[src/design/im2col_pkg.sv]
package im2col_pkg;

  localparam int WORD_W   = 32;   // Bus address and data width
  localparam int DIM_W    = 16;
  localparam int STRIDE_W = 8;
  localparam int PAD_W    = 6;
  localparam int CH_NUM   = 4;    // DMA channels
  localparam int FIFO_DEPTH = 4;  // Descriptor slots

  typedef logic [WORD_W-1:0]         word_t;
  typedef logic [$clog2(CH_NUM)-1:0] ch_idx_t;
  typedef logic [CH_NUM-1:0]         ch_mask_t;

  localparam word_t ELEM_BYTES     = 32'd4;  // 32-bit elements only
  localparam word_t DMA_START_ADDR = 32'h0003_0000;
  localparam word_t DMA_CH_SIZE    = 32'h0000_0100;

  // DMA channel register offsets, listed in load order
  typedef enum logic [WORD_W-1:0] {
    DIMENSIONALITY = 32'h34,
    TOP_PAD        = 32'h3C,
    BOTTOM_PAD     = 32'h40,
    LEFT_PAD       = 32'h48,
    RIGHT_PAD      = 32'h44,
    SRC_PTR        = 32'h00,
    DST_PTR        = 32'h04,
    INC_SRC_D1     = 32'h18,
    INC_SRC_D2     = 32'h1C,
    INC_DST_D1     = 32'h20,
    INC_DST_D2     = 32'h24,
    SIZE_D2        = 32'h10,
    SIZE_D1        = 32'h0C
  } dma_reg_e;

  // One 2D transfer, in elements except for the pointers
  typedef struct packed {
    word_t in_ptr;
    word_t out_ptr;
    word_t inc_src_d2;
    word_t zeros_top;
    word_t zeros_bottom;
    word_t zeros_left;
    word_t zeros_right;
    word_t size_d1;
    word_t size_d2;
  } dma_txn_t;

  typedef enum logic [2:0] {
    P_IDLE,
    P_LIMIT,    // Limit offsets
    P_COORD,    // Image coordinates
    P_ZEROS,    // Pad counts
    P_RUN1,     // Sizes and source index
    P_RUN2,     // Pointer, waits for FIFO room
    P_PUSH,
    P_ADVANCE
  } param_state_e;

  typedef enum logic [3:0] {
    LD_IDLE,
    LD_CLAIM,
    LD_DIM,
    LD_TOP_PAD,
    LD_BOTTOM_PAD,
    LD_LEFT_PAD,
    LD_RIGHT_PAD,
    LD_SRC_PTR,
    LD_DST_PTR,
    LD_INC_SRC_D1,
    LD_INC_SRC_D2,
    LD_INC_DST_D1,
    LD_INC_DST_D2,
    LD_SIZE_D2,
    LD_SIZE_D1,
    LD_POP
  } load_state_e;

endpackage

[src/design/im2col_channel_tracker.sv]
`timescale 1ns/1ps

module im2col_channel_tracker
  import im2col_pkg::*;
(
  input  logic     clk_i,
  input  logic     rst_ni,
  input  logic     start_i,
  input  ch_mask_t ch_mask_i,
  input  ch_mask_t dma_done_i,
  input  logic     claim_i,
  output ch_idx_t  free_ch_o,
  output logic     any_free_o,
  output logic     first_use_o,
  output logic     all_idle_o
);

  ch_mask_t busy_q;
  ch_mask_t used_q;     // Channel already loaded in this run
  ch_mask_t claim_set;

  // Lowest enabled channel that is not running
  always_comb begin
    free_ch_o  = '0;
    any_free_o = 1'b0;
    for (int i = CH_NUM - 1; i >= 0; i--) begin
      if (ch_mask_i[i] && !busy_q[i]) begin
        free_ch_o  = ch_idx_t'(i);
        any_free_o = 1'b1;
      end
    end
  end

  assign claim_set = claim_i ? (ch_mask_t'(1) << free_ch_o) : '0;

  always_ff @(posedge clk_i or negedge rst_ni) begin
    if (!rst_ni) begin
      busy_q <= '0;
      used_q <= '0;
    end else begin
      busy_q <= (busy_q & ~dma_done_i) | claim_set;
      if (start_i) begin
        used_q <= '0;  // Dimensionality rewritten each run
      end else begin
        used_q <= used_q | claim_set;
      end
    end
  end

  assign first_use_o = !used_q[free_ch_o];
  assign all_idle_o  = (busy_q == '0);

endmodule

[config.mk]
export PLATFORM = sky130hd
export DESIGN_NAME = im2col_channel_tracker
export DESIGN_NICKNAME = d
export VERILOG_FILES = /design/src/design/im2col_pkg.sv /design/src/design/im2col_channel_tracker.sv
export SDC_FILE = /design/constraint.sdc
export NUM_CORES = 1
export LEC_CHECK = 0
export CAP_MARGIN = 40
export CORE_AREA = 2 2 39 41
export CTS_CLUSTER_DIAMETER = 200
export DETAILED_ROUTE_END_ITERATION = 8
export DIE_AREA = 0 0 41 43
export DONT_BUFFER_PORTS = 1
export GPL_ROUTABILITY_DRIVEN = 0
export PLACE_DENSITY_LB_ADDON = 0.2
export RECOVER_POWER = 100
export SLEW_MARGIN = 15
export SYNTH_ARGS = -nofsm -noshare
export SYNTH_HDL_FRONTEND = slang
export SYNTH_SLANG_ARGS = --single-unit
[constraint.sdc]
create_clock -name clk_i -period 1.7 [get_ports clk_i]
set_input_delay 0.17 -clock clk_i [delete_from_list [all_inputs] [get_ports clk_i]]
set_output_delay 0.17 -clock clk_i [all_outputs]
set_load 0.01 [all_outputs]
==> results of run 1 <==
-- kinds of logic after synthesis --
group,after synthesis,synth area share (%)
buffers and inverters,8,6.704
DFF,8,44.69
and+or+nand+nor,19,29.61
AOI/OAI and AO/OA,12,18.99
-- registers in the layout, summed over array words and instances (netlist names) --
name and cells:
busy_q 4, used_q 4
-- final cells by class --
type                       instances  area, sq um
sequential                         8        200.2
timing repair buffer               6        53.80
multi-input combinational         31        206.4
fill                             144        850.8
inverter                           8        30.03
tap                               16        20.02
clock buffer                       3        22.52
-- per-stage QoR --
stage               utilization (%)  hold WS [ns]  area (sq um)  cells  power, uW
floorplan                         -       -0.1256         447.9     47      335.1
global placement              34.36       -0.1254         475.5     64      363.9
detailed placement            34.36       -0.1254         475.5     64      364.4
CTS                           39.60      0.007583         548.0     72      528.2
global route                  38.52       0.02995         533.0     72      532.7
finish                        38.52       0.01580         533.0     72      502.7
-- cells in the final DEF, fill, tap and decap left out --
cell	n
inv_1	8
dfrtp_1	8
dlygate4sd3_1	5
nor2_1	4
a21oi_1	4
nand3_1	3
o21ai_0	3
clkbuf_4	3
nor2b_4	2
nand2_1	2
o21ai_1	2
nand2b_4	1
nor2b_2	1
a21oi_2	1
nor2b_1	1
or2_4	1
nor2_2	1
o221ai_1	1
nand4_1	1
and3_1	1
o311ai_2	1
nor4_1	1
clkbuf_1	1
-- worst min path at each step --
| stage | startpoint | end | slack [ns] | depth (start not counted) |
|---|---|---|---|---|
| after global placement | rst_ni | used_q[2] | -0.13 | 0 |
| after floorplan | rst_ni | busy_q[0] | -0.13 | 0 |
| after CTS | dma_done_i[1] | busy_q[1] | 0.008 | 1 |
| after detailed placement | rst_ni | used_q[3] | -0.13 | 0 |
| after global routing | dma_done_i[1] | busy_q[1] | 0.03 | 1 |
| final | dma_done_i[1] | busy_q[1] | 0.02 | 1 |
-- layer usage --
layer | up-vias | share of wire [%]
li1 | 179 | -
met1 | 169 | 41
met2 | 9 | 53
met3 | 2 | 5.0
met4 | 0 | 0.84
met5 | - | 0
-- repair_timing --
item                                   in CTS  in global routing
setup endpoints to repair                   0                  1
hold buffers                                5                  0
endpoints found under the hold margin      15                  0
-- worst max-delay path: stages, from the launching register on --
cell      delay (ns)
dfrtp_1         0.42
nor2b_4         0.18
or2_4           0.14
nor2_1          0.08
o311ai_2        0.34
-- power groups by stage --
stage               clock network (uW)  logic [uW]  registers (uW)
finish                             143         131             229
global route                       155         146             232
CTS                                152         146             230
detailed placement                   0         131             233
global placement                     0         131             233
floorplan                            0         107             228
==> summary.md, run 1 <==
| Metric | Value |
|---|---|
| I/O pins | `17` |
| Root Buffer | `clkbuf_4` |
| Initial Utilization | `between 30% and 40%` |
| Setup Skew | `roughly 0.0019 ns` |
| DR vias | `around 360` |
| Internal power | `348.2 uW` |
| Final setup vio count | `0` |
| Yosys reg bits | `8` |
| Layout Nets | `70` |
| Dominant cells by area after synthesis | `dfrtp_1 (45%), inv_1 (6.7%), nor2b_4 (6.1%)` |
| Peak supply drop | `0.2845 mV` |
| Met2 usage | `about 23%` |
| RSZ-0062 raised after global routing | `no` |
| CP endpoint | `first_use_o` |
| Yosys warning total | `0` |
| Largest net degree at the start of global routing | `9` |
| Worst-path fanout max | `5` |
| Status | `completed` |
| Hold crit path type | `in2reg` |
| Sw Share | `30.74%` |
| Post-CTS sizing | `0` |
| Layout cell share with drive strength beyond 1 | `roughly 20%` |
| Post-Route WL | `955 um` |
| Fmax | `about 630 MHz` |
| Arrival time worst endpoint | `1.42 ns` |
| Vias per cell | `4.986` |
| Clock latency on the worst-skew pair | `roughly 0.25 ns` |
| Clk pwr share | `~28%` |
| Syn avg cell area | `~9.5 sq um` |
| Crit path from | `busy_q[1]` |
| Critical path capture point type | `output port` |
| Slew Limit Fails | `0` |
| Final ANT Viol Nets | `0` |
| Drt pass-1 iters | `1` |
| Pre-CTS setup slack | `around 0.35 ns` |
| Final worst path period share | `93.55%` |
| Reg power frac | `between 40% and 50%` |
| Mapped Area | `447.9 sq um` |
| Total CTS buffers | `3` |
| Comb pwr share | `between 20% and 30%` |
| I/O Buffers | `0` |
| CP startpoint kind | `register` |
| Final WS setup | `between 0.1 and 0.15 ns` |
| Post-CTS setup buffer count | `0` |
| Reg clk slew, reported paths | `~0.05 ns` |
| Syn Nets | `just under 60` |
| Worst Tran Pin Value | `between 0.3 and 0.4 ns` |
| Number of global-route vias before repair | `between 300 and 400` |
| Area grow syn2layout | `18.99%` |
| CTS tree | `done` |
| Post-synthesis sequential area ratio | `44.69%` |
| Die Ht | `between 40 and 50 um` |
| DRC violations left | `0` |
| Worst R2R End | `busy_q[0]` |
| Max_slew headroom | `75.18%` |
| Async set-reset flop share out of synthesis | `100.0%` |
| Reg2Reg Setup Slack | `0.52 ns` |
| Most Used Layer, Global Route | `met2` |
| WP data required | `~1.5 ns` |
| Routed WL per cell | `~13 um` |
| Die width | `between 40 and 50 um` |
| Initial antenna violation count | `0` |
| Final hold vios | `0` |
| Setup TNS | `0 ns` |
| Max Cap Viol | `0` |
| FP Rows | `14` |
| Clk buf depth | `2` |
| Main flop type after synthesis | `dfrtp_1` |
| Share of the synthesized area in the top cell type | `44.69%` |
| Met3 Usage GRT | `around 3.1%` |
| Die area | `between 1500 and 2000 sq um` |
| Minimum clock period | `~1.6 ns` |
| # clock sinks | `8` |
| Cell count after synthesis | `between 40 and 50` |
| Reg2Reg Depth | `4` |
| Launch point of the worst reg-to-reg path | `busy_q[0]` |
| GRT Residual Overflow | `0` |
| Synth area leader | `dfrtp_1` |
| Power Density | `943.2 nW/um^2` |
| First-pass GRT wire length | `~1400 um` |
| Setup Crit Path Kind | `reg2out` |
| Sw Pwr | `154.5 uW` |
| GRT Overall Usage | `roughly an eighth` |
| H-tree depth | `1` |
| Met1 Use GR | `roughly 11%` |
| Ant diodes | `0` |
| Post-synth EDFFs | `0` |
| Cell variety after synth | `20` |
| Commonest cells post-synth | `dfrtp_1 (8), inv_1 (8), a21oi_1 (4)` |
| DR iter-0 viols | `0` |
| Leak pwr | `roughly 0.00023 uW` |
| Total core area | `1384 sq um` |
No activity file was read; power rests on OpenSTA's default activity.
==> run 2, diff against run 1 <==
--- a/config.mk
+++ b/config.mk
@@ -12,6 +12,7 @@
 export DIE_AREA = 0 0 41 43
 export DONT_BUFFER_PORTS = 1
 export GPL_ROUTABILITY_DRIVEN = 0
+export GPL_TIMING_DRIVEN = 0
 export PLACE_DENSITY_LB_ADDON = 0.2
 export RECOVER_POWER = 100
 export SLEW_MARGIN = 15
==> run 2 against run 1 <==
Sequential power about the same. Global-route usage down 0.075 points. Flip-flop and latch count unchanged. Wire length down 3.2%. Design area down 1.2%. Highest routed layer unchanged. Total power down 0.36%. Sequential share of layout area up 0.45 points. Critical path depth unchanged.
==> summary.md, run 2 (same netlist as run 1, synthesis figures left out) <==
| Metric | Value |
|---|---|
| Post-CTS setup buffer count | `0 (unchanged)` |
| I/O pins | `17 (unchanged)` |
| Clock latency on the worst-skew pair | `0.25 ns (about the same)` |
| Worst Tran Pin Value | `0.5131 ns (+0.1419 ns)` |
| WP data required | `1.53 ns (about the same)` |
| Root Buffer | `clkbuf_4` |
| Power Density | `950.9 nW/um^2 (+0.82%)` |
| Comb pwr share | `25.0% (-1.0 points)` |
| Area grow syn2layout | `17.60%` |
| Hpwl dp | `747.2 um` |
| Total core area | `1384 sq um (unchanged)` |
| Number of global-route vias before repair | `360 (-6.3%)` |
| Fmax | `628.2 MHz (-0.10%)` |
| Setup Skew | `0.001316 ns (-0.0005554 ns)` |
| Max_slew headroom | `65.48% (-9.7 points)` |
| Hold crit path type | `in2reg` |
| DR iter-0 viols | `5 (+5)` |
| WL met1 | `361 um (-8.1%)` |
| Leak pwr | `0.0002315 uW (-0.55%)` |
| Post-CTS sizing | `0 (unchanged)` |
| Largest regs | `busy_q (4), used_q (4)` |
| Sw Pwr | `155.1 uW (+0.39%)` |
| Layout cell share with drive strength beyond 1 | `18.18% (-1.5 points)` |
| Critical path capture point type | `output port` |
| Final setup vio count | `0 (unchanged)` |
| Max Used Layer | `met4` |
| Routed WL per cell | `13.01 um (-1.9%)` |
| RSZ-0062 raised after global routing | `no` |
| Final hold vios | `0 (unchanged)` |
| Non-Filler Instances | `71 (-1.4%)` |
| Delay-heaviest family, CP | `compound AO/OA/AOI/OAI gates` |
| Slowest Stage Delay on Critical Path | `0.41 ns (about the same)` |
| GRT Residual Overflow | `0 (unchanged)` |
| Max Cap Viol | `0 (unchanged)` |
| DR WL met2 | `481 um (-4.8%)` |
| Layout Nets | `69 (-1.4%)` |
| Dpl cells | `63 (-1.6%)` |
| Largest net degree at the start of global routing | `9 (unchanged)` |
| Die area | `1763 sq um (unchanged)` |
| Slowest-stage cell, CP | `dfrtp_1` |
| Commonest non-fill, non-tap cells in the layout | `inv_1 (8), dfrtp_1 (8), nor2_1 (5), dlygate4sd3_1 (5), a21oi_1 (4)` |
| Minimum clock period | `1.592 ns (+0.001619 ns)` |
| WP buf/inv | `0 (unchanged)` |
| DRC violations left | `0 (unchanged)` |
| DR vias | `351 (-2.2%)` |
| Final ANT Viol Nets | `0 (unchanged)` |
| Total CTS buffers | `3 (unchanged)` |
| Reg clk slew, reported paths | `0.06 ns (about the same)` |
| CTS tree | `done` |
| Post-Route WL | `924 um (-3.2%)` |
| FP Rows | `14 (unchanged)` |
| GRT Overall Usage | `13.14% (-0.075 points)` |
| First-pass GRT wire length | `1455 um (+0.41%)` |
| Setup Crit Path Kind | `reg2out` |
| Layout Utilization | `38.07% (-0.45 points)` |
| H-tree depth | `1 (unchanged)` |
| CP startpoint kind | `register` |
| Status | `completed` |
| I/O Buffers | `0 (unchanged)` |
| Sw Share | `30.97% (+0.23 points)` |
| Met3 wire len | `69 um (+44%)` |
| Slew Limit Fails | `0 (unchanged)` |
| Total Power | `500.9 uW (-0.36%)` |
| Ant diodes | `0 (unchanged)` |
| Arrival time worst endpoint | `1.42 ns (about the same)` |
| Peak supply drop | `0.3161 mV (+11%)` |
| Reg power frac | `45.6% (about the same)` |
| Clk pwr share | `29.3% (+0.9 points)` |
| Vias per cell | `4.944 (-0.85%)` |
| Final worst path period share | `93.64% (+0.095 points)` |
| Worst-path fanout max | `4 (-1)` |
| Clk buf depth | `2 (unchanged)` |
| Die Ht | `43 um (unchanged)` |
| CP cell instances | `nand2b_4, and3_1, o21ai_0, o311ai_2` |
| Initial Utilization | `32.37% (unchanged)` |
| Drt pass-1 iters | `2 (+1)` |
| Die width | `41 um (unchanged)` |
| Initial antenna violation count | `0 (unchanged)` |
| Setup TNS | `0 ns (unchanged)` |
| # clock sinks | `8 (unchanged)` |
| Internal power | `345.8 uW (-0.69%)` |
[run 2: cell types whose count changed in the layout (fill, tap and decap cells not counted)]
cell      previous run  this run
clkbuf_1             1         0
nor2_1               4         5
nor2_2               1         0
o21ai_0              3         2
o21ai_1              2         3
[run 2: area by class of cell]
type	instances	area, sq um
clock buffers	3	22.52
fillers	163	857.1
inverters	8	30.03
multi-input cells	31	203.9
flip-flops and latches	8	200.2
well taps	16	20.02
repair buffers	5	50.05
[run 2: metrics by stage]
| stage | hold WS, ns | cell area [sq um] | worst slack [ns] |
|---|---|---|---|
| after global placement | -0.1254 | 467.9 | 0.3332 |
| after detailed placement | -0.1254 | 467.9 | 0.3270 |
| after CTS | 0.002012 | 540.5 | 0.04926 |
| after floorplan | -0.1256 | 447.9 | 0.4202 |
| final | 0.01104 | 526.8 | 0.1081 |
| after global routing | 0.03981 | 526.8 | 0.005474 |
[run 2: path summary, 6_finish.rpt]
path                                from           to  slack (ns)  cells past startpoint
max reg2reg                    busy_q[0]    busy_q[0]        0.53                      4
min in group asynchronous         rst_ni    busy_q[2]        0.27                      1
min reg2reg                    used_q[3]    used_q[3]        0.51                      2
max                            busy_q[2]  first_use_o        0.11                      4
min                        dma_done_i[1]    busy_q[1]        0.01                      1
max in group asynchronous         rst_ni    busy_q[0]        1.16                      1
[run 2: metal layers]
metal  GRT usage (%)  vias to the layer above
li1                -                      176
met1           13.80                      163
met2           20.00                       10
met3           3.141                        2
met4           12.00                        0
met5               0                        -
[run 2: timing repair]
action,in CTS,in global routing
hold buffers,5,0
endpoints found under the hold margin,15,0
endpoints found under the setup margin,0,1
[run 2: worst reg2reg max path, cell delays in order, from the launching register on]
cell and delay [ns]:
dfrtp_1 0.40, nor2b_4 0.07, or2_4 0.25, o221ai_1 0.23, o21ai_1 0.10
[run 2: power by group through the flow]
stage | Clock, uW | Sequential [uW] | Combinational (uW)
floorplan | 0 | 228 | 107
global placement | 0 | 233 | 121
detailed placement | 0 | 233 | 122
CTS | 155 | 229 | 136
global route | 158 | 232 | 142
finish | 147 | 229 | 125
==> run 3, diff against run 2 <==
==> constraint.sdc (replaced) <==
create_clock -name clk_i -period 2.05 [get_ports clk_i]
set_input_delay 0.41 -clock clk_i [delete_from_list [all_inputs] [get_ports clk_i]]
set_output_delay 0.41 -clock clk_i [all_outputs]
set_load 0.01 [all_outputs]
==> run 3 against run 2 <==
Die area unchanged. Sequential power decreased by 17%. Register-to-register slack improved by 0.28 ns. Flip-flop and latch count stayed put. Final cell count fell by 5.6%. Non-clock buffer count fell by 4. Worst hold slack improved by 0.20 ns. Design area fell by 8.8%. Total power shrank 19%. Sequential share of layout area up 3.7 points.
==> summary.md, run 3 (same netlist as run 1, synthesis figures left out) <==
| Metric | Value |
|---|---|
| Crit. path cell count | `4 (unchanged)` |
| Number of global-route vias before repair | `340 (-5.6%)` |
| Worst hold stages | `1 (unchanged)` |
| Worst-path fanout max | `4 (unchanged)` |
| Initial antenna violation count | `0 (unchanged)` |
| Setup Skew | `0.002724 ns (+0.001408 ns)` |
| Hpwl dp | `747.2 um (unchanged)` |
| GRT Residual Overflow | `0 (unchanged)` |
| Register Area | `200.2 sq um (unchanged)` |
| Area grow syn2layout | `7.263%` |
| Fin area | `480.5 sq um (-8.8%)` |
| Layout Nets | `65 (-5.8%)` |
| Drt pass-1 iters | `2 (unchanged)` |
| Clock latency on the worst-skew pair | `0.25 ns (about the same)` |
| Multi-input logic area | `197.7 sq um (-3.1%)` |
| # fillers | `161 (-1.2%)` |
| Total core area | `1384 sq um (unchanged)` |
| Die width | `41 um (unchanged)` |
| Reg clk slew, reported paths | `0.06 ns (about the same)` |
| Clk buf depth | `2 (unchanged)` |
| Max_slew headroom | `65.50% (about the same)` |
| Setup Crit Path Kind | `reg2out` |
| Delay-heaviest family, CP | `compound AO/OA/AOI/OAI gates` |
| I/O Buffers | `0 (unchanged)` |
| Peak supply drop | `0.2610 mV (-17%)` |
| RSZ-0062 raised after global routing | `no` |
| Power Density | `843.0 nW/um^2 (-11%)` |
| CTS tree | `done` |
| DR vias | `336 (-4.3%)` |
| Die area | `1763 sq um (unchanged)` |
| Post-DP Area | `467.9 sq um (unchanged)` |
| Worst Tran Pin Value | `0.5127 ns (-0.0003326 ns)` |
| Reg2Reg Depth | `4 (unchanged)` |
| Layout cell share with drive strength beyond 1 | `15.69% (-2.5 points)` |
| First-pass GRT wire length | `1393 um (-4.3%)` |
| Status | `completed` |
| CP endpoint | `first_use_o` |
| DRC violations left | `0 (unchanged)` |
| CP startpoint kind | `register` |
| WHS | `0.2115 ns (+0.2005 ns)` |
| I/O pins | `17 (unchanged)` |
| WP data required | `1.64 ns (+0.11 ns)` |
| Fmax | `about 530 MHz` |
| # clock sinks | `8 (unchanged)` |
| Ant diodes | `0 (unchanged)` |
| Die Ht | `43 um (unchanged)` |
| Hold crit path type | `in2reg` |
| Final ANT Viol Nets | `0 (unchanged)` |
| CP cell instances | `nand2b_4, a21oi_1, nor2_1, o311ai_2` |
| Vias per cell | `5.015 (+1.4%)` |
| Initial Utilization | `32.37% (unchanged)` |
| GRT Overall Usage | `12.63% (-0.51 points)` |
| Launch point of the worst reg-to-reg path | `busy_q[3]` |
| Total CTS buffers | `3 (unchanged)` |
| Post-CTS sizing | `0 (unchanged)` |
| Setup TNS | `0 ns (unchanged)` |
| WP buf/inv | `0 (unchanged)` |
| Leak pwr | `0.0002134 uW (-7.8%)` |
| Routed WL per cell | `13.39 um (+2.9%)` |
| Critical path capture point type | `output port` |
| Worst R2R End | `busy_q[0]` |
| Minimum clock period | `approximately 1.9 ns` |
| Slowest-stage cell, CP | `dfrtp_1` |
| Root Buffer | `clkbuf_4` |
| Arrival time worst endpoint | `1.47 ns (+0.05 ns)` |
| Post-Route WL | `897 um (-2.9%)` |
| Final setup vio count | `0 (unchanged)` |
| Largest net degree at the start of global routing | `9 (unchanged)` |
| FP Rows | `14 (unchanged)` |
| Crit path from | `busy_q[2]` |
| Slowest Stage Delay on Critical Path | `0.41 ns (about the same)` |
| H-tree depth | `1 (unchanged)` |
| Final hold vios | `0 (unchanged)` |
| Slew Limit Fails | `0 (unchanged)` |
| DR iter-0 viols | `3 (-2)` |
| Final worst path period share | `between 90% and 100%` |
| Reg2Reg Setup Slack | `0.81 ns (+0.28 ns)` |
| Max Cap Viol | `0 (unchanged)` |
| Largest regs | `busy_q (4), used_q (4)` |
| Commonest non-fill, non-tap cells in the layout | `inv_1 (8), dfrtp_1 (8), a21oi_1 (5), nor2_1 (5)` |
-- run 3: worst reg2reg max path, stage by stage, from the launching register on --
cell      delay [ns]
dfrtp_1         0.41
nor2b_1         0.22
a21oi_1         0.12
o221ai_1        0.25
o21ai_1         0.10
-- run 3: repair_timing --
item	CTS	global route
hold endpoints to repair	8	0
hold buffers	1	0
setup buffers	0	0
-- run 3: area by class of cell --
cell class,instances,share of cell area [%]
Clock buffer,3,4.687
Multi-Input combinational cell,31,41.15
Timing Repair Buffer,1,2.083
Tap cell,16,4.167
Sequential cell,8,41.67
Inverter,8,6.250
-- run 3: how the worst min path moves through the flow --
stage	to	slack, ns	start
2_1_floorplan	busy_q[0]	0.11	rst_ni
3_3_place_gp	busy_q[2]	0.11	rst_ni
3_5_place_dp	busy_q[2]	0.11	rst_ni
4_1_cts	used_q[0]	0.20	start_i
5_1_grt	used_q[3]	0.20	start_i
6_report	used_q[3]	0.21	start_i
-- run 3: where the power goes --
| group | switching [uW] | internal [uW] |
|---|---|---|
| clock network | 54.0 | 67.0 |
| logic | 55.3 | 39.2 |
| registers | 15.1 | 174 |
| total | 124 | 281 |
-- run 3: layer usage --
layer	vias to the layer above	routed length, um	track usage, %
met5	-	0	0
met4	0	12	12.00
met3	2	61	3.141
met2	10	447	18.44
met1	154	375	13.80
li1	170	-	-
-- run 3: stage by stage --
step	setup slack (ns)	total power [uW]	std cells	utilization, %
5_1_grt	0.05339	431.2	67	34.72
2_1_floorplan	0.4764	277.9	47	-
3_3_place_gp	0.4245	292.8	63	33.82
4_1_cts	0.1593	424.6	67	36.17
3_5_place_dp	0.4202	294.2	63	33.82
6_report	0.1678	405.0	67	34.72
